### src/hw/csr_pkg.sv
package csr_pkg;

    localparam int XLEN        = 32;
    localparam int ID_W        = 3;   // ROB id width
    localparam int ISSUE_DEPTH = 4;
    localparam int ROB_DEPTH   = 4;   // Retire tracker entries

    // Bits 9:8 hold the privilege level of the register
    typedef logic [11:0] csr_addr_t;

    localparam logic [1:0] PRIV_M = 2'b11;

    typedef enum logic [2:0] {
        NOP       = 3'd0,
        CSR_READ  = 3'd1,
        CSR_WRITE = 3'd2,
        CSR_SET   = 3'd3,
        CSR_CLEAR = 3'd4
    } csr_op_e;

    // Machine CSR addresses
    localparam csr_addr_t ADDR_MTVEC    = 12'h305;
    localparam csr_addr_t ADDR_MSCRATCH = 12'h340;
    localparam csr_addr_t ADDR_MEPC     = 12'h341;
    localparam csr_addr_t ADDR_MCAUSE   = 12'h342;
    localparam csr_addr_t ADDR_MTVAL    = 12'h343;

    // Writable bits per register
    localparam logic [XLEN-1:0] MASK_MTVEC    = 32'hffff_fffc; // Mode field stays zero
    localparam logic [XLEN-1:0] MASK_MEPC     = 32'hffff_fffe; // Halfword aligned
    localparam logic [XLEN-1:0] MASK_MSCRATCH = 32'hffff_ffff;
    localparam logic [XLEN-1:0] MASK_MCAUSE   = 32'hffff_ffff;
    localparam logic [XLEN-1:0] MASK_MTVAL    = 32'hffff_ffff;

endpackage

### src/hw/csr_dispatch_ctrl.sv
module csr_dispatch_ctrl (
    input  logic                      clk,
    input  logic                      rstn,
    input  logic                      squash_i,
    input  logic                      commit_i,
    input  logic                      head_valid_i,
    output logic                      pop_o,
    input  logic                      fu_ready_i,
    output logic                      fu_valid_o,
    output logic [csr_pkg::ID_W-1:0]  fu_id_o,
    input  logic                      res_valid_i,
    input  logic [csr_pkg::ID_W-1:0]  res_id_i,
    input  logic [4:0]                res_prd_i,
    input  logic [csr_pkg::XLEN-1:0]  res_val_i,
    input  logic                      res_viol_i,
    output logic                      rd_valid_o,
    output logic [csr_pkg::ID_W-1:0]  rd_id_o,
    output logic [4:0]                rd_prd_o,
    output logic [csr_pkg::XLEN-1:0]  rd_val_o,
    output logic                      rd_viol_o,
    output logic                      retire_valid_o,
    output logic [csr_pkg::ID_W-1:0]  retire_id_o,
    output logic                      retire_o,
    output logic [csr_pkg::ID_W-1:0]  retire_out_id_o
);

    logic                      dispatch;
    logic [csr_pkg::ID_W-1:0]  id_cnt;

    // In-order retire tracker
    logic [csr_pkg::ID_W-1:0]                trk_mem [csr_pkg::ROB_DEPTH];
    logic [$clog2(csr_pkg::ROB_DEPTH)-1:0]   trk_wr_ptr;
    logic [$clog2(csr_pkg::ROB_DEPTH)-1:0]   trk_rd_ptr;
    logic [$clog2(csr_pkg::ROB_DEPTH+1)-1:0] trk_cnt;
    logic                                    trk_full;
    logic                                    trk_empty;

    assign trk_full  = (trk_cnt == csr_pkg::ROB_DEPTH);
    assign trk_empty = (trk_cnt == '0);

    // Nothing leaves while the block is being squashed
    assign dispatch   = head_valid_i && fu_ready_i && !trk_full && !squash_i;
    assign pop_o      = dispatch;
    assign fu_valid_o = dispatch;
    assign fu_id_o    = id_cnt;

    assign retire_valid_o = commit_i && !trk_empty && !squash_i;
    assign retire_id_o    = trk_mem[trk_rd_ptr];

    always_ff @(posedge clk) begin
        if (dispatch) trk_mem[trk_wr_ptr] <= id_cnt;
    end

    always_ff @(posedge clk) begin
        if (!rstn || squash_i) begin
            id_cnt     <= '0;
            trk_wr_ptr <= '0;
            trk_rd_ptr <= '0;
            trk_cnt    <= '0;
        end else begin
            if (dispatch) begin
                id_cnt     <= id_cnt + 1'b1;       // Wraps
                trk_wr_ptr <= trk_wr_ptr + 1'b1;
            end
            if (retire_valid_o) trk_rd_ptr <= trk_rd_ptr + 1'b1;
            case ({dispatch, retire_valid_o})
                2'b10:   trk_cnt <= trk_cnt + 1'b1;
                2'b01:   trk_cnt <= trk_cnt - 1'b1;
                default: trk_cnt <= trk_cnt;
            endcase
        end
    end

    // Registered result and retire strobes
    always_ff @(posedge clk) begin
        if (!rstn || squash_i) begin
            rd_valid_o <= 1'b0;
            retire_o   <= 1'b0;
        end else begin
            rd_valid_o <= res_valid_i;
            retire_o   <= retire_valid_o;   // Same edge as the regfile write
        end
    end

    always_ff @(posedge clk) begin
        if (res_valid_i) begin
            rd_id_o   <= res_id_i;
            rd_prd_o  <= res_prd_i;
            rd_val_o  <= res_val_i;
            rd_viol_o <= res_viol_i;
        end
        if (retire_valid_o) retire_out_id_o <= retire_id_o;
    end

    // Tracker holds every id from its head up to the counter
    a_trk_ids_in_order: assert property (@(posedge clk) disable iff (!rstn)
        !trk_empty |-> (fu_id_o - retire_id_o) == trk_cnt);

endmodule

### src/hw/csr_fu.sv
module csr_fu (
    input  logic                      clk,
    input  logic                      rstn,
    input  logic                      squash_i,
    input  logic                      valid_i,
    input  csr_pkg::csr_op_e          op_i,
    input  csr_pkg::csr_addr_t        addr_i,
    input  logic [csr_pkg::XLEN-1:0]  wdata_i,
    input  logic [4:0]                prd_i,
    input  logic [csr_pkg::ID_W-1:0]  id_i,
    output logic                      ready_o,
    output logic                      res_valid_o,
    output logic [csr_pkg::ID_W-1:0]  res_id_o,
    output logic [4:0]                res_prd_o,
    output logic [csr_pkg::XLEN-1:0]  res_val_o,
    output logic                      res_viol_o,
    input  logic                      retire_valid_i,
    input  logic [csr_pkg::ID_W-1:0]  retire_id_i,
    output csr_pkg::csr_addr_t        raddr_o,
    input  logic [csr_pkg::XLEN-1:0]  rdata_i,
    output logic                      wvalid_o,
    output csr_pkg::csr_addr_t        waddr_o,
    output logic [csr_pkg::XLEN-1:0]  wdata_o
);

    logic                      is_csr;
    logic                      need_write;
    logic                      viol;
    logic [csr_pkg::XLEN-1:0]  new_val;

    // Single pending write slot
    logic                      pend_valid;
    logic [csr_pkg::ID_W-1:0]  pend_id;
    csr_pkg::csr_addr_t        pend_addr;
    logic [csr_pkg::XLEN-1:0]  pend_data;
    logic                      pend_load;
    logic                      pend_pop;

    assign is_csr     = op_i inside {csr_pkg::CSR_READ, csr_pkg::CSR_WRITE,
                                     csr_pkg::CSR_SET, csr_pkg::CSR_CLEAR};
    assign need_write = op_i inside {csr_pkg::CSR_WRITE, csr_pkg::CSR_SET, csr_pkg::CSR_CLEAR};
    assign viol       = (addr_i[9:8] != csr_pkg::PRIV_M);

    assign raddr_o = addr_i;   // Early read of the old value

    always_comb begin
        case (op_i)
            csr_pkg::CSR_WRITE: new_val = wdata_i;
            csr_pkg::CSR_SET:   new_val = rdata_i | wdata_i;
            csr_pkg::CSR_CLEAR: new_val = rdata_i & ~wdata_i;
            default:            new_val = rdata_i;
        endcase
    end

    // Violating writes never reach the slot
    assign pend_load = valid_i && need_write && !viol;
    assign pend_pop  = retire_valid_i && pend_valid && (pend_id == retire_id_i);

    always_ff @(posedge clk) begin
        if (!rstn) begin
            pend_valid <= 1'b0;
        end else if (squash_i) begin
            pend_valid <= 1'b0;
        end else if (pend_load) begin
            pend_valid <= 1'b1;
        end else if (pend_pop) begin
            pend_valid <= 1'b0;
        end
    end

    always_ff @(posedge clk) begin
        if (pend_load) begin
            pend_id   <= id_i;
            pend_addr <= addr_i;
            pend_data <= new_val;
        end
    end

    // Write goes out only when its id retires
    assign wvalid_o = pend_pop;
    assign waddr_o  = pend_addr;
    assign wdata_o  = pend_data;

    assign ready_o     = !pend_valid;   // No read after a pending write
    assign res_valid_o = valid_i;
    assign res_id_o    = id_i;
    assign res_prd_o   = prd_i;
    assign res_val_o   = (is_csr && !viol) ? rdata_i : '0;
    assign res_viol_o  = is_csr && viol;

    // Dispatch must respect the stall
    a_no_valid_stalled: assert property (@(posedge clk) disable iff (!rstn)
        valid_i |-> ready_o);

endmodule

### src/hw/csr_issue_queue.sv
module csr_issue_queue (
    input  logic                      clk,
    input  logic                      rstn,
    input  logic                      squash_i,
    input  logic                      push_i,
    input  csr_pkg::csr_op_e          op_i,
    input  csr_pkg::csr_addr_t        addr_i,
    input  logic [csr_pkg::XLEN-1:0]  wdata_i,
    input  logic [4:0]                prd_i,
    input  logic                      pop_i,
    output logic                      head_valid_o,
    output csr_pkg::csr_op_e          head_op_o,
    output csr_pkg::csr_addr_t        head_addr_o,
    output logic [csr_pkg::XLEN-1:0]  head_wdata_o,
    output logic [4:0]                head_prd_o,
    output logic                      full_o
);

    csr_pkg::csr_op_e          op_mem    [csr_pkg::ISSUE_DEPTH];
    csr_pkg::csr_addr_t        addr_mem  [csr_pkg::ISSUE_DEPTH];
    logic [csr_pkg::XLEN-1:0]  wdata_mem [csr_pkg::ISSUE_DEPTH];
    logic [4:0]                prd_mem   [csr_pkg::ISSUE_DEPTH];

    logic [$clog2(csr_pkg::ISSUE_DEPTH)-1:0]   wr_ptr;
    logic [$clog2(csr_pkg::ISSUE_DEPTH)-1:0]   rd_ptr;
    logic [$clog2(csr_pkg::ISSUE_DEPTH+1)-1:0] count;

    // Entry storage
    always_ff @(posedge clk) begin
        if (push_i) begin
            op_mem[wr_ptr]    <= op_i;
            addr_mem[wr_ptr]  <= addr_i;
            wdata_mem[wr_ptr] <= wdata_i;
            prd_mem[wr_ptr]   <= prd_i;
        end
    end

    always_ff @(posedge clk) begin
        if (!rstn || squash_i) begin
            wr_ptr <= '0;
            rd_ptr <= '0;
            count  <= '0;
        end else begin
            if (push_i) wr_ptr <= wr_ptr + 1'b1;   // Depth is a power of two
            if (pop_i)  rd_ptr <= rd_ptr + 1'b1;
            case ({push_i, pop_i})
                2'b10:   count <= count + 1'b1;
                2'b01:   count <= count - 1'b1;
                default: count <= count;           // Both or neither
            endcase
        end
    end

    assign head_valid_o = (count != '0);
    assign full_o       = (count == csr_pkg::ISSUE_DEPTH);
    assign head_op_o    = op_mem[rd_ptr];
    assign head_addr_o  = addr_mem[rd_ptr];
    assign head_wdata_o = wdata_mem[rd_ptr];
    assign head_prd_o   = prd_mem[rd_ptr];

    // Issuer has no back-pressure and must watch full
    a_no_push_full: assert property (@(posedge clk) disable iff (!rstn)
        push_i |-> !full_o);

endmodule

### src/hw/csr_regfile.sv
module csr_regfile (
    input  logic                      clk,
    input  logic                      rstn,
    input  csr_pkg::csr_addr_t        raddr_i,
    output logic [csr_pkg::XLEN-1:0]  rdata_o,
    input  logic                      wvalid_i,
    input  csr_pkg::csr_addr_t        waddr_i,
    input  logic [csr_pkg::XLEN-1:0]  wdata_i
);

    logic [csr_pkg::XLEN-1:0] mtvec;
    logic [csr_pkg::XLEN-1:0] mscratch;
    logic [csr_pkg::XLEN-1:0] mepc;
    logic [csr_pkg::XLEN-1:0] mcause;
    logic [csr_pkg::XLEN-1:0] mtval;

    // Combinational read port
    always_comb begin
        case (raddr_i)
            csr_pkg::ADDR_MTVEC:    rdata_o = mtvec;
            csr_pkg::ADDR_MSCRATCH: rdata_o = mscratch;
            csr_pkg::ADDR_MEPC:     rdata_o = mepc;
            csr_pkg::ADDR_MCAUSE:   rdata_o = mcause;
            csr_pkg::ADDR_MTVAL:    rdata_o = mtval;
            default:                rdata_o = '0;   // Unknown reads zero
        endcase
    end

    always_ff @(posedge clk) begin
        if (!rstn) begin
            mtvec    <= '0;
            mscratch <= '0;
            mepc     <= '0;
            mcause   <= '0;
            mtval    <= '0;
        end else if (wvalid_i) begin
            case (waddr_i)
                csr_pkg::ADDR_MTVEC: begin
                    mtvec <= wdata_i & csr_pkg::MASK_MTVEC;
                end
                csr_pkg::ADDR_MSCRATCH: begin
                    mscratch <= wdata_i & csr_pkg::MASK_MSCRATCH;
                end
                csr_pkg::ADDR_MEPC: begin
                    mepc <= wdata_i & csr_pkg::MASK_MEPC;
                end
                csr_pkg::ADDR_MCAUSE: begin
                    mcause <= wdata_i & csr_pkg::MASK_MCAUSE;
                end
                csr_pkg::ADDR_MTVAL: begin
                    mtval <= wdata_i & csr_pkg::MASK_MTVAL;
                end
                default: ;   // Writes to unknown addresses dropped
            endcase
        end
    end

endmodule

### src/hw/csr_unit_top.sv
module csr_unit_top (
    input  logic                      clk,
    input  logic                      rstn,
    input  logic                      issue_i,
    input  csr_pkg::csr_op_e          op_i,
    input  csr_pkg::csr_addr_t        addr_i,
    input  logic [csr_pkg::XLEN-1:0]  wdata_i,
    input  logic [4:0]                prd_i,
    input  logic                      commit_i,
    input  logic                      squash_i,
    output logic                      issue_full_o,
    output logic                      rd_valid_o,
    output logic [csr_pkg::ID_W-1:0]  rd_id_o,
    output logic [4:0]                rd_prd_o,
    output logic [csr_pkg::XLEN-1:0]  rd_val_o,
    output logic                      rd_viol_o,
    output logic                      retire_o,
    output logic [csr_pkg::ID_W-1:0]  retire_id_o
);

    // Queue head
    logic                      head_valid;
    csr_pkg::csr_op_e          head_op;
    csr_pkg::csr_addr_t        head_addr;
    logic [csr_pkg::XLEN-1:0]  head_wdata;
    logic [4:0]                head_prd;
    logic                      pop;

    // Dispatch and FU result
    logic                      fu_valid;
    logic [csr_pkg::ID_W-1:0]  fu_id;
    logic                      fu_ready;
    logic                      res_valid;
    logic [csr_pkg::ID_W-1:0]  res_id;
    logic [4:0]                res_prd;
    logic [csr_pkg::XLEN-1:0]  res_val;
    logic                      res_viol;
    logic                      fu_retire_valid;
    logic [csr_pkg::ID_W-1:0]  fu_retire_id;

    // Regfile ports
    csr_pkg::csr_addr_t        raddr;
    logic [csr_pkg::XLEN-1:0]  rdata;
    logic                      wvalid;
    csr_pkg::csr_addr_t        waddr;
    logic [csr_pkg::XLEN-1:0]  wdata;

    csr_issue_queue u_queue (
        .clk(clk), .rstn(rstn), .squash_i(squash_i),
        .push_i(issue_i), .op_i(op_i), .addr_i(addr_i), .wdata_i(wdata_i), .prd_i(prd_i),
        .pop_i(pop), .head_valid_o(head_valid), .head_op_o(head_op),
        .head_addr_o(head_addr), .head_wdata_o(head_wdata), .head_prd_o(head_prd),
        .full_o(issue_full_o)
    );

    csr_dispatch_ctrl u_ctrl (
        .clk(clk), .rstn(rstn), .squash_i(squash_i), .commit_i(commit_i),
        .head_valid_i(head_valid), .pop_o(pop),
        .fu_ready_i(fu_ready), .fu_valid_o(fu_valid), .fu_id_o(fu_id),
        .res_valid_i(res_valid), .res_id_i(res_id), .res_prd_i(res_prd),
        .res_val_i(res_val), .res_viol_i(res_viol),
        .rd_valid_o(rd_valid_o), .rd_id_o(rd_id_o), .rd_prd_o(rd_prd_o),
        .rd_val_o(rd_val_o), .rd_viol_o(rd_viol_o),
        .retire_valid_o(fu_retire_valid), .retire_id_o(fu_retire_id),
        .retire_o(retire_o), .retire_out_id_o(retire_id_o)
    );

    csr_fu u_fu (
        .clk(clk), .rstn(rstn), .squash_i(squash_i),
        .valid_i(fu_valid), .op_i(head_op), .addr_i(head_addr), .wdata_i(head_wdata),
        .prd_i(head_prd), .id_i(fu_id), .ready_o(fu_ready),
        .res_valid_o(res_valid), .res_id_o(res_id), .res_prd_o(res_prd),
        .res_val_o(res_val), .res_viol_o(res_viol),
        .retire_valid_i(fu_retire_valid), .retire_id_i(fu_retire_id),
        .raddr_o(raddr), .rdata_i(rdata),
        .wvalid_o(wvalid), .waddr_o(waddr), .wdata_o(wdata)
    );

    csr_regfile u_regfile (
        .clk(clk), .rstn(rstn),
        .raddr_i(raddr), .rdata_o(rdata),
        .wvalid_i(wvalid), .waddr_i(waddr), .wdata_i(wdata)
    );

endmodule

### config.mk
export PLATFORM = sky130hd
export DESIGN_NAME = csr_unit_top
export DESIGN_NICKNAME = d
export VERILOG_FILES = /design/src/hw/csr_pkg.sv /design/src/hw/csr_dispatch_ctrl.sv /design/src/hw/csr_fu.sv /design/src/hw/csr_issue_queue.sv /design/src/hw/csr_regfile.sv /design/src/hw/csr_unit_top.sv
export SDC_FILE = /design/constraint.sdc
export NUM_CORES = 1
export LEC_CHECK = 0
export BUFFER_PORTS_ARGS = -buffer_cell sky130_fd_sc_hd__buf_2
export CAP_MARGIN = 0
export CORE_UTILIZATION = 43
export CTS_CLUSTER_SIZE = 12
export DETAILED_ROUTE_END_ITERATION = 6
export SLEW_MARGIN = 20
export SYNTH_ARGS = -nofsm -noshare
export SYNTH_HDL_FRONTEND = slang
export SYNTH_SLANG_ARGS = --single-unit
### constraint.sdc
create_clock -name clk -period 11.7 [get_ports clk]
set_input_delay 1.755 -clock clk [delete_from_list [all_inputs] [get_ports clk]]
set_output_delay 1.755 -clock clk [all_outputs]
set_load 0.05 [all_outputs]
==> results_dict.tcl, run 1 <==
set metrics [dict create \
    final_cell_area_sq_um 22600 \
    ant_diodes 0 \
    post_synth_main_area_contributors "sky130_fd_sc_hd__edfxtp_1, sky130_fd_sc_hd__dfxtp_1, sky130_fd_sc_hd__mux4_2" \
    drv_slew 0 \
    setup_viol 0 \
    timing.fmax_mhz 228 \
    grt_setup_unrepaired "no" \
    status "complete, no violations" \
    detail_route.wirelength_microns 45000 \
    yosys_register_bits 492 \
    clock_skew_ps 19.1 \
    critical-path-max-stage-delay_ps 860 \
    numPlacedInstances 2147 \
    cap_violations 0 \
    clock_sink_count 492 \
    cts_setup_buffers 0 \
    peakVddDrop_uv 165 \
    yosysWarnings 0 \
    timing.slew.headroom_pct 28.6 \
    cts-resized-gates 0 \
    fin_cells 2243 \
    worst_ep_required_time_ps 11910 \
    area.growth.synth_to_final_pct 12.5 \
    final_layout_size_suffix_gt1_share_pct 16.3 \
    yosys.area.top_type_share_pct 46.6 \
    syn_avg_cell_area_sq_um 12.9 \
    placed_cell_area_sq_um 20900 \
    die_width_microns 218 \
    synth_most_common_cell "sky130_fd_sc_hd__edfxtp_1" \
    vias_in_the_first_global_route 12600 \
    hp-class "reg2reg" \
    final.setup.worst_slack_ps 7310 \
    cts.reportedPaths.clkPinSlew_ps 60 \
    io_buffer_count 103 \
    floorplan.die_area_sq_um 47500 \
    hold_fix_buffers_at_cts 0 \
    postSynth.asyncResetShare_pct 0 \
    cts_tree "done" \
    numCtsBuffers 52 \
    worst_setup_path_end_kind "flop" \
    critical-path-slowest-cell "sky130_fd_sc_hd__mux4_2" \
    synth.net_count 1620 \
    final_nets 1671 \
    crit_arrival_ps 4600 \
    fin_crit_sh_pct 37.5 \
    critical_path.most_common_cell "sky130_fd_sc_hd__buf_4" \
    critPathLaunchType "flop" \
    root_buffer "sky130_fd_sc_hd__clkbuf_16" \
    syn_inst 1550 \
    route.detailed.wl_per_inst_microns 20.1 \
    crit_fanout 47 \
    core_area_sq_um 45700 \
    dpl.hpwl_microns 26900 \
    synth_common_cells "sky130_fd_sc_hd__edfxtp_1, sky130_fd_sc_hd__nand2_1, sky130_fd_sc_hd__dfxtp_1" \
    distinct_cell_type_count_of_the_synthesized_netlist 50 \
    post-place-ws_ps 7270 \
    antenna_found_initial 3 \
    globalRoute.totalOverflow 0 \
    leakage_nw 7.73 \
    drt-vias-per-instance 5.57 \
    vias 12500 \
    report.final.hold_viol_count 0 \
    fillers 3981 \
    total_global_route_track_usage_pct 19.4 \
    critical_path_class "reg2reg" \
    netlist_area_sq_um 20100 \
    synth_top_area_cell "sky130_fd_sc_hd__edfxtp_1" \
    clock_path_buffers 3 \
    power_density_nw_per_um2 161 \
    clk-insertion-delay-late_ps 600 \
    cp_cell_sequence "buf_4 -> mux4_2 -> nor2_1 -> nand2_1 -> nand2_1 -> buf_4 -> nand3_1 -> inv_2 -> buf_4" \
    detail_route.iter0.violations 884 \
    drc 0 \
    number_of_synthesized_flops_with_an_enable_pin 311 \
    grt_pass1_wl_microns 70800 \
    synth_seq_area_share_pct 64.6 \
    min_period_ps 4390 \
    fin_util_pct 49.4 \
    grt_start_max_net_pins 113 \
    die_height_microns 218 \
    worstMarginPinSlew_ps 1070 \
    setup_total_negative_slack_ps 0 \
    synth_flop_cell "sky130_fd_sc_hd__edfxtp_1" \
    cts_max_level 2 \
    top_level_ports 104 \
    std_cell_rows 78 \
    drt-pass1-iter-count 5 \
    final_antenna_net_count 0 \
    initial_utilization_pct 43.9 \
    routabilityCongestion 0.803 \
]
[path summary, 6_finish.rpt]
kind	start	end	slack, ps	cells after the start
worst min-delay path	u_regfile.mtval[19]	u_regfile.mtval[19]	460	2
worst max register to register	flop	u_fu.wdata_o[15]	7310	9
worst min register to register	u_regfile.mtval[19]	u_regfile.mtval[19]	460	2
worst max-delay path	flop	u_fu.wdata_o[15]	7310	9
[kinds of logic after synthesis]
family / synth area share [%]
flops: 64.6
simple gates: 9.70
fa+ha+maj: 0.886
xor+xnor: 0.699
compound gates: 9.56
buf+inv: 3.05
mux: 11.5
[cell type report]
class	count	area, sq um	area share, %
sequential	492	13000	57.5
inverter	14	52.6	0.233
tap	600	751	3.33
multi-input combinational	922	6510	28.9
clock buffer	79	1440	6.40
timing repair buffer	119	644	2.86
clock inverter	17	186	0.827
[per-layer routing]
| layer | GRT usage [%] | part of all wire (%) | up-vias |
|---|---|---|---|
| li1 | - | - | 5923 |
| met1 | 26.6 | 45 | 6146 |
| met2 | 30.7 | 46 | 346 |
| met3 | 3.56 | 5.5 | 73 |
| met4 | 7.27 | 2.6 | 4 |
| met5 | 0 | 0.058 | - |
[layout by cell type, fill, tap and decap left out, drive strengths merged, types with 9 or more instances in the layout]
master,Yosys,routed
a21oi,37,37
a221oi,16,16
a22o,14,14
a22oi,74,74
and2,12,12
buf,43,118
clkbuf,79,80
clkinv,0,14
dfxtp,181,181
edfxtp,311,311
ha,11,11
inv,14,14
mux2i,98,98
mux4,57,57
nand2,216,216
nand3,101,101
nor2,60,60
nor2b,9,9
o21ai,115,115
o22ai,46,46
xnor2,10,10
[flip-flops by register name (all words and copies together) (netlist names), 5 cells and up, named ones only]
name                count
u_ctrl.rd_prd_o         5
u_ctrl.rd_val_o        32
u_ctrl.trk_mem         12
u_fu.waddr_o           12
u_fu.wdata_o           32
u_queue.addr_mem       48
u_queue.op_mem         12
u_queue.prd_mem        20
u_queue.wdata_mem     128
u_regfile.mcause       32
u_regfile.mepc         31
u_regfile.mscratch     32
u_regfile.mtval        32
u_regfile.mtvec        30
[power by group]
part | internal, mW | switching, mW | leakage, nW
Sequential | 1.87 | 0.00849 | 4.37
Clock | 0.916 | 0.655 | 0.789
Combinational | 0.0536 | 0.129 | 2.57
[worst max-delay path, delay by kind of cell, from the launching register on]
| kind | cells | cell delay (ps) |
|---|---|---|
| buf+inv | 4 | 1610 |
| mux | 1 | 860 |
| flops | 1 | 420 |
| simple gates | 4 | 980 |
[metrics by stage]
step	total power, mW	hold slack [ps]
2_1_floorplan	2.04	432
4_1_cts	3.67	459
3_3_place_gp	2.10	440
6_report	3.63	456
3_5_place_dp	2.10	451
5_1_grt	3.76	474
No activity file was read; power rests on OpenSTA's default activity.
==> run 2: changes to the inputs <==
==> constraint.sdc (replaced) <==
create_clock -name clk -period 4.47 [get_ports clk]
set_input_delay 0.6705 -clock clk [delete_from_list [all_inputs] [get_ports clk]]
set_output_delay 0.6705 -clock clk [all_outputs]
set_load 0.05 [all_outputs]
==> run 2 against run 1 <==
  * Global-route usage increased by 0.36 points
  * Die area unchanged
  * Non-clock buffer count increased by 21
  * Critical endpoint is now u_fu.wdata_o[9]
  * Register-to-register slack got worse by 6200 ps
  * Critical path depth decreased by 1
  * Largest power group unchanged
==> results_dict.tcl, run 2 (synthesis gave the netlist of run 1 again) <==
set metrics [dict create \
    timing.slew.headroom_pct 35.7 \
    cts_max_level 2 \
    routabilityCongestion 0.846 \
    crit_arrival_ps 3570 \
    grt_setup_unrepaired "no" \
    final_layout_size_suffix_gt1_share_pct 17.5 \
    critPathLaunchType "flop" \
    cts_setup_buffers 0 \
    setup_total_negative_slack_ps 0 \
    worstMarginPinSlew_ps 965 \
    die_width_microns 218 \
    ant_diodes 0 \
    root_buffer "sky130_fd_sc_hd__clkbuf_16" \
    cts-resized-gates 0 \
    route.detailed.wl_per_inst_microns 20.7 \
    worst_setup_path_end_kind "flop" \
    grt_pass1_wl_microns 72000 \
    io_buffer_count 103 \
    worst_ep_required_time_ps 4710 \
    fin_crit_sh_pct 74.5 \
    drc 0 \
    crit_fanout 30 \
    reg2reg_setup_slack_ps 1140 \
    clock_path_buffers 3 \
    clock_skew_ps 28.6 \
    drt-vias-per-instance 5.60 \
    power_density_nw_per_um2 415 \
    numPlacedInstances 2168 \
    cap_violations 0 \
    fillers 3989 \
    min_period_ps 3330 \
    total_global_route_track_usage_pct 19.7 \
    final_nets 1691 \
    largest_register_ff_count 128 \
    clock_sink_count 492 \
    top_level_ports 104 \
    initial_utilization_pct 43.9 \
    globalRoute.totalOverflow 0 \
    fin_cells 2264 \
    setup_viol 0 \
    timing.fmax_mhz 300 \
    drv_slew 0 \
    mostFrequentLayoutCells "sky130_fd_sc_hd__edfxtp_1, sky130_fd_sc_hd__nand2_1, sky130_fd_sc_hd__dfxtp_1" \
    final_common_cell "sky130_fd_sc_hd__edfxtp_1" \
    std_cell_rows 78 \
    worst_r2r_endpoint "u_fu.wdata_o[9]" \
    dpl.hpwl_microns 29600 \
    reg.largest.list "u_queue.wdata_mem: 128 flops, u_queue.addr_mem: 48 flops" \
    peakVddDrop_uv 394 \
    leakage_nw 7.80 \
    vias_in_the_first_global_route 12200 \
    antenna_found_initial 1 \
    detail_route.wirelength_microns 46800 \
    hp-class "in2reg" \
    largest_register "u_queue.wdata_mem" \
    core_area_sq_um 45700 \
    critical_path.endpoint "u_fu.wdata_o[9]" \
    drt-pass1-iter-count 5 \
    cts.reportedPaths.clkPinSlew_ps 60 \
    area.growth.synth_to_final_pct 12.9 \
    grt_start_max_net_pins 150 \
    floorplan.die_area_sq_um 47500 \
    final_antenna_net_count 0 \
    report.final.hold_viol_count 0 \
    detail_route.iter0.violations 1156 \
    critical_path_class "reg2reg" \
    clk-insertion-delay-late_ps 610 \
    cts_tree "done" \
    power.total_mw 9.39 \
    hold_fix_buffers_at_cts 0 \
    timing.reg2reg.worst_path_depth 8 \
    vias 12700 \
    die_height_microns 218 \
    numCtsBuffers 51 \
    status "complete, no violations" \
]
==> run 2: cell types whose count changed in the layout (fill, tap and decap cells not counted) <==
cell	delta
sky130_fd_sc_hd__and2_2	+4
sky130_fd_sc_hd__and2_4	-4
sky130_fd_sc_hd__buf_4	+21
sky130_fd_sc_hd__bufinv_16	-3
sky130_fd_sc_hd__clkbuf_1	-2
sky130_fd_sc_hd__clkbuf_16	-1
sky130_fd_sc_hd__clkbuf_8	+2
sky130_fd_sc_hd__clkinv_1	+1
sky130_fd_sc_hd__clkinv_2	+3
sky130_fd_sc_hd__clkinv_8	-1
sky130_fd_sc_hd__inv_16	+1
sky130_fd_sc_hd__nand2_1	-1
sky130_fd_sc_hd__nand2_2	+1
==> run 2: layer usage <==
metal	global-route usage [%]	share of wire [%]	vias to the layer above
li1	-	-	5955
met1	28.6	46	6241
met2	30.3	46	405
met3	3.21	5.6	78
met4	6.36	2.5	2
met5	0	0.021	-
==> run 2: cell type report <==
type / instances / area [sq um] / share of cell area [%]
sequential: 492 / 13000 / 57.3
multi-input combinational: 922 / 6500 / 28.7
tap: 600 / 751 / 3.32
clock buffer: 78 / 1440 / 6.35
inverter: 14 / 52.6 / 0.232
timing repair buffer: 140 / 802 / 3.54
clock inverter: 18 / 119 / 0.525
==> run 2: how the worst min path moves through the flow <==
stage	slack (ps)	endpoint	cells after the start	startpoint
after floorplan	430	u_regfile.mcause[0]	2	u_regfile.mcause[0]
after global placement	440	u_regfile.mcause[0]	2	u_regfile.mcause[0]
after detailed placement	450	u_regfile.mscratch[18]	2	u_regfile.mscratch[18]
after CTS	240	u_queue.wdata_mem[1][10]	1	wdata_i[10]
after global routing	250	u_queue.wdata_mem[2][10]	1	wdata_i[10]
final	270	u_queue.wdata_mem[1][10]	1	wdata_i[10]
==> run 2: where the power goes <==
group          switching [mW]  internal, mW  total, mW  leakage, nW
sequential             0.0293          4.90       4.93         4.37
combinational           0.340         0.146      0.486         2.67
clock                    1.76          2.22       3.98        0.762
total                    2.12          7.27       9.39         7.80
==> run 2: worst max-delay path, stage by stage (launching register included) <==
cell	delay (ps)
sky130_fd_sc_hd__dfxtp_4	720
sky130_fd_sc_hd__mux4_2	830
sky130_fd_sc_hd__nor2_1	250
sky130_fd_sc_hd__nand2_1	100
sky130_fd_sc_hd__buf_4	210
sky130_fd_sc_hd__nand2_1	90
sky130_fd_sc_hd__nand3_1	180
sky130_fd_sc_hd__inv_2	130
sky130_fd_sc_hd__buf_4	390
==> run 2: per-stage QoR <==
step	instance area [sq um]	hold WS [ps]	utilization, %	worst slack [ps]
after floorplan	20100	432	-	511
after global placement	21100	443	46.1	1190
after detailed placement	21100	449	46.1	1140
after CTS	22600	240	49.6	1130
after global routing	22600	249	49.6	980
final	22600	270	49.6	1140
==> run 3: changes to the inputs <==
==> constraint.sdc (replaced) <==
create_clock -name clk -period 3.3 [get_ports clk]
set_input_delay 0.495 -clock clk [delete_from_list [all_inputs] [get_ports clk]]
set_output_delay 0.495 -clock clk [all_outputs]
set_load 0.05 [all_outputs]
==> run 3 against run 2 <==
  * Clock power up 32%
  * Count of clock-buffer cells in the layout grew 4
  * Global-route usage up 0.29 points
  * Hold slack worse by 130 ps
  * Combinational power grew 43%
  * Highest routed layer is now met4
  * Worst setup slack got worse by 920 ps
  * Fmax increased by 8.2%
  * Final cell count is 0.62% higher
  * Register-to-register slack worse by 920 ps
  * Critical path type unchanged
  * Non-clock buffer count rose by 16
  * First-iteration DRC count shrank 9.3%
  * Final area up 1.1%
==> results_dict.tcl, run 3 (synthesis gave the netlist of run 1 again) <==
set metrics [dict create \
    hold_fix_buffers_at_cts 0 \
    final_cell_area_sq_um 22900 \
    top_level_ports 104 \
    total_global_route_track_usage_pct 20.0 \
    worstMarginPinSlew_ps 1140 \
    status "complete, no violations" \
    grt_pass1_wl_microns 73500 \
    clock_sink_count 492 \
    timing.slew.headroom_pct 23.0 \
    leakage_nw 7.90 \
    worst_ep_required_time_ps 3730 \
    crit_fanout 15 \
    die_height_microns 218 \
    power_density_nw_per_um2 552 \
    detail_route.iter0.violations 1048 \
    grt_setup_unrepaired "no" \
    clock_path_buffers 3 \
    initial_utilization_pct 43.9 \
    std_cell_rows 78 \
    post-place-ws_ps 135 \
    setup_total_negative_slack_ps 0 \
    drt-vias-per-instance 5.65 \
    cap_violations 0 \
    largest_register "u_queue.wdata_mem" \
    combinationalPowerShare_pct 5.5 \
    vias 12900 \
    power.net_switching_mw 2.76 \
    min_period_ps 3080 \
    numCtsBuffers 50 \
    timing.fmax_mhz 325 \
    peakVddDrop_uv 417 \
    grt_start_max_net_pins 201 \
    seqCellArea_sq_um 13000 \
    placed_cell_area_sq_um 21400 \
    p_sw_share_pct 21.9 \
    routabilityCongestion 0.816 \
    drv_slew 0 \
    fillers 3946 \
    globalRoute.totalOverflow 0 \
    cts_max_level 2 \
    p_int_mw 9.86 \
    clock_skew_ps 14.8 \
    floorplan.die_area_sq_um 47500 \
    clk-insertion-delay-late_ps 570 \
    mostFrequentLayoutCells "sky130_fd_sc_hd__edfxtp_1, sky130_fd_sc_hd__nand2_1, sky130_fd_sc_hd__dfxtp_1" \
    critical_path_class "reg2reg" \
    report.final.hold_viol_count 0 \
    final.hold.worst_slack_ps 139 \
    vias_in_the_first_global_route 12600 \
    final_antenna_net_count 0 \
    root_buffer "sky130_fd_sc_hd__clkbuf_16" \
    dpl.hpwl_microns 29400 \
    p_seq_share_pct 52.8 \
    final_common_cell "sky130_fd_sc_hd__edfxtp_1" \
    hp-class "in2reg" \
    final_layout_size_suffix_gt1_share_pct 18.0 \
    drt-pass1-iter-count 5 \
    setup_viol 0 \
    antenna_found_initial 3 \
    cts_setup_buffers 0 \
    area.growth.synth_to_final_pct 14.2 \
    route.detailed.wl_per_inst_microns 20.8 \
    io_buffer_count 103 \
    worst_setup_path_end_kind "flop" \
    power.total_mw 12.6 \
    reg.largest.list "u_queue.wdata_mem: 128 flops, u_queue.addr_mem: 48 flops" \
    multi_input_comb_area_sq_um 6520 \
    final.setup.worst_slack_ps 224 \
    p_clk_share_pct 41.7 \
    fin_crit_sh_pct 93.2 \
    largest_register_ff_count 128 \
    critPathLaunchType "flop" \
    cts_tree "done" \
    core_area_sq_um 45700 \
    final_nets 1706 \
    crit_arrival_ps 3510 \
    detail_route.wirelength_microns 47300 \
    die_width_microns 218 \
    cts-resized-gates 0 \
    cts.reportedPaths.clkPinSlew_ps 60 \
    drc 0 \
]
## run 3: changes by cell type in the layout (fill, tap and decap cells not counted), moves of 2 or more
cell	change
sky130_fd_sc_hd__buf_12	+13
sky130_fd_sc_hd__clkinv_2	-4
sky130_fd_sc_hd__buf_4	+3
sky130_fd_sc_hd__clkbuf_1	+3
sky130_fd_sc_hd__clkinv_8	-2
## run 3: final timing paths
check                           cells past startpoint              startpoint  slack [ps]                      end
worst max-delay path                                5                    flop         220      u_ctrl.rd_val_o[19]
worst min-delay path                                1              wdata_i[7]         140  u_queue.wdata_mem[0][7]
worst max register to register                      5                    flop         220      u_ctrl.rd_val_o[19]
worst min register to register                      2  u_regfile.mscratch[10]         460   u_regfile.mscratch[10]
## run 3: critical path, stage by stage (launching register included)
cell	delay, ps
sky130_fd_sc_hd__dfxtp_4	520
sky130_fd_sc_hd__mux4_2	560
sky130_fd_sc_hd__nor4_1	530
sky130_fd_sc_hd__and2_2	340
sky130_fd_sc_hd__and3_1	710
sky130_fd_sc_hd__a22o_1	250
## run 3: cell type report
cell class              count  share of cell area, %
flip-flops and latches    492                   56.6
multi-input cells         922                   28.5
clock buffers              82                   6.39
repair buffers            156                   4.74
well taps                 600                   3.28
inverters                  14                  0.246
clock inverters            11                  0.224
diodes                      1                 0.0109
## run 3: power by group through the flow
stage / registers (mW) / clock network [mW] / logic [mW]
finish: 6.67 / 5.26 / 0.695
detailed placement: 6.80 / 0 / 0.691
floorplan: 6.85 / 0 / 0.379
CTS: 6.67 / 5.37 / 0.693
global placement: 6.80 / 0 / 0.682
global route: 6.68 / 5.62 / 0.748
## run 3: per-stage QoR
stage	std cells	utilization (%)
2_1_floorplan	1550	-
3_3_place_gp	2184	46.8
3_5_place_dp	2184	46.8
4_1_cts	2277	50.1
5_1_grt	2278	50.1
6_report	2278	50.1
## run 3: metal layers
layer	track usage (%)	up-vias	wire length (microns)
li1	-	5979	-
met1	27.9	6414	21100
met2	32.4	399	22300
met3	3.12	72	2740
met4	5.69	0	1060
met5	0	-	0
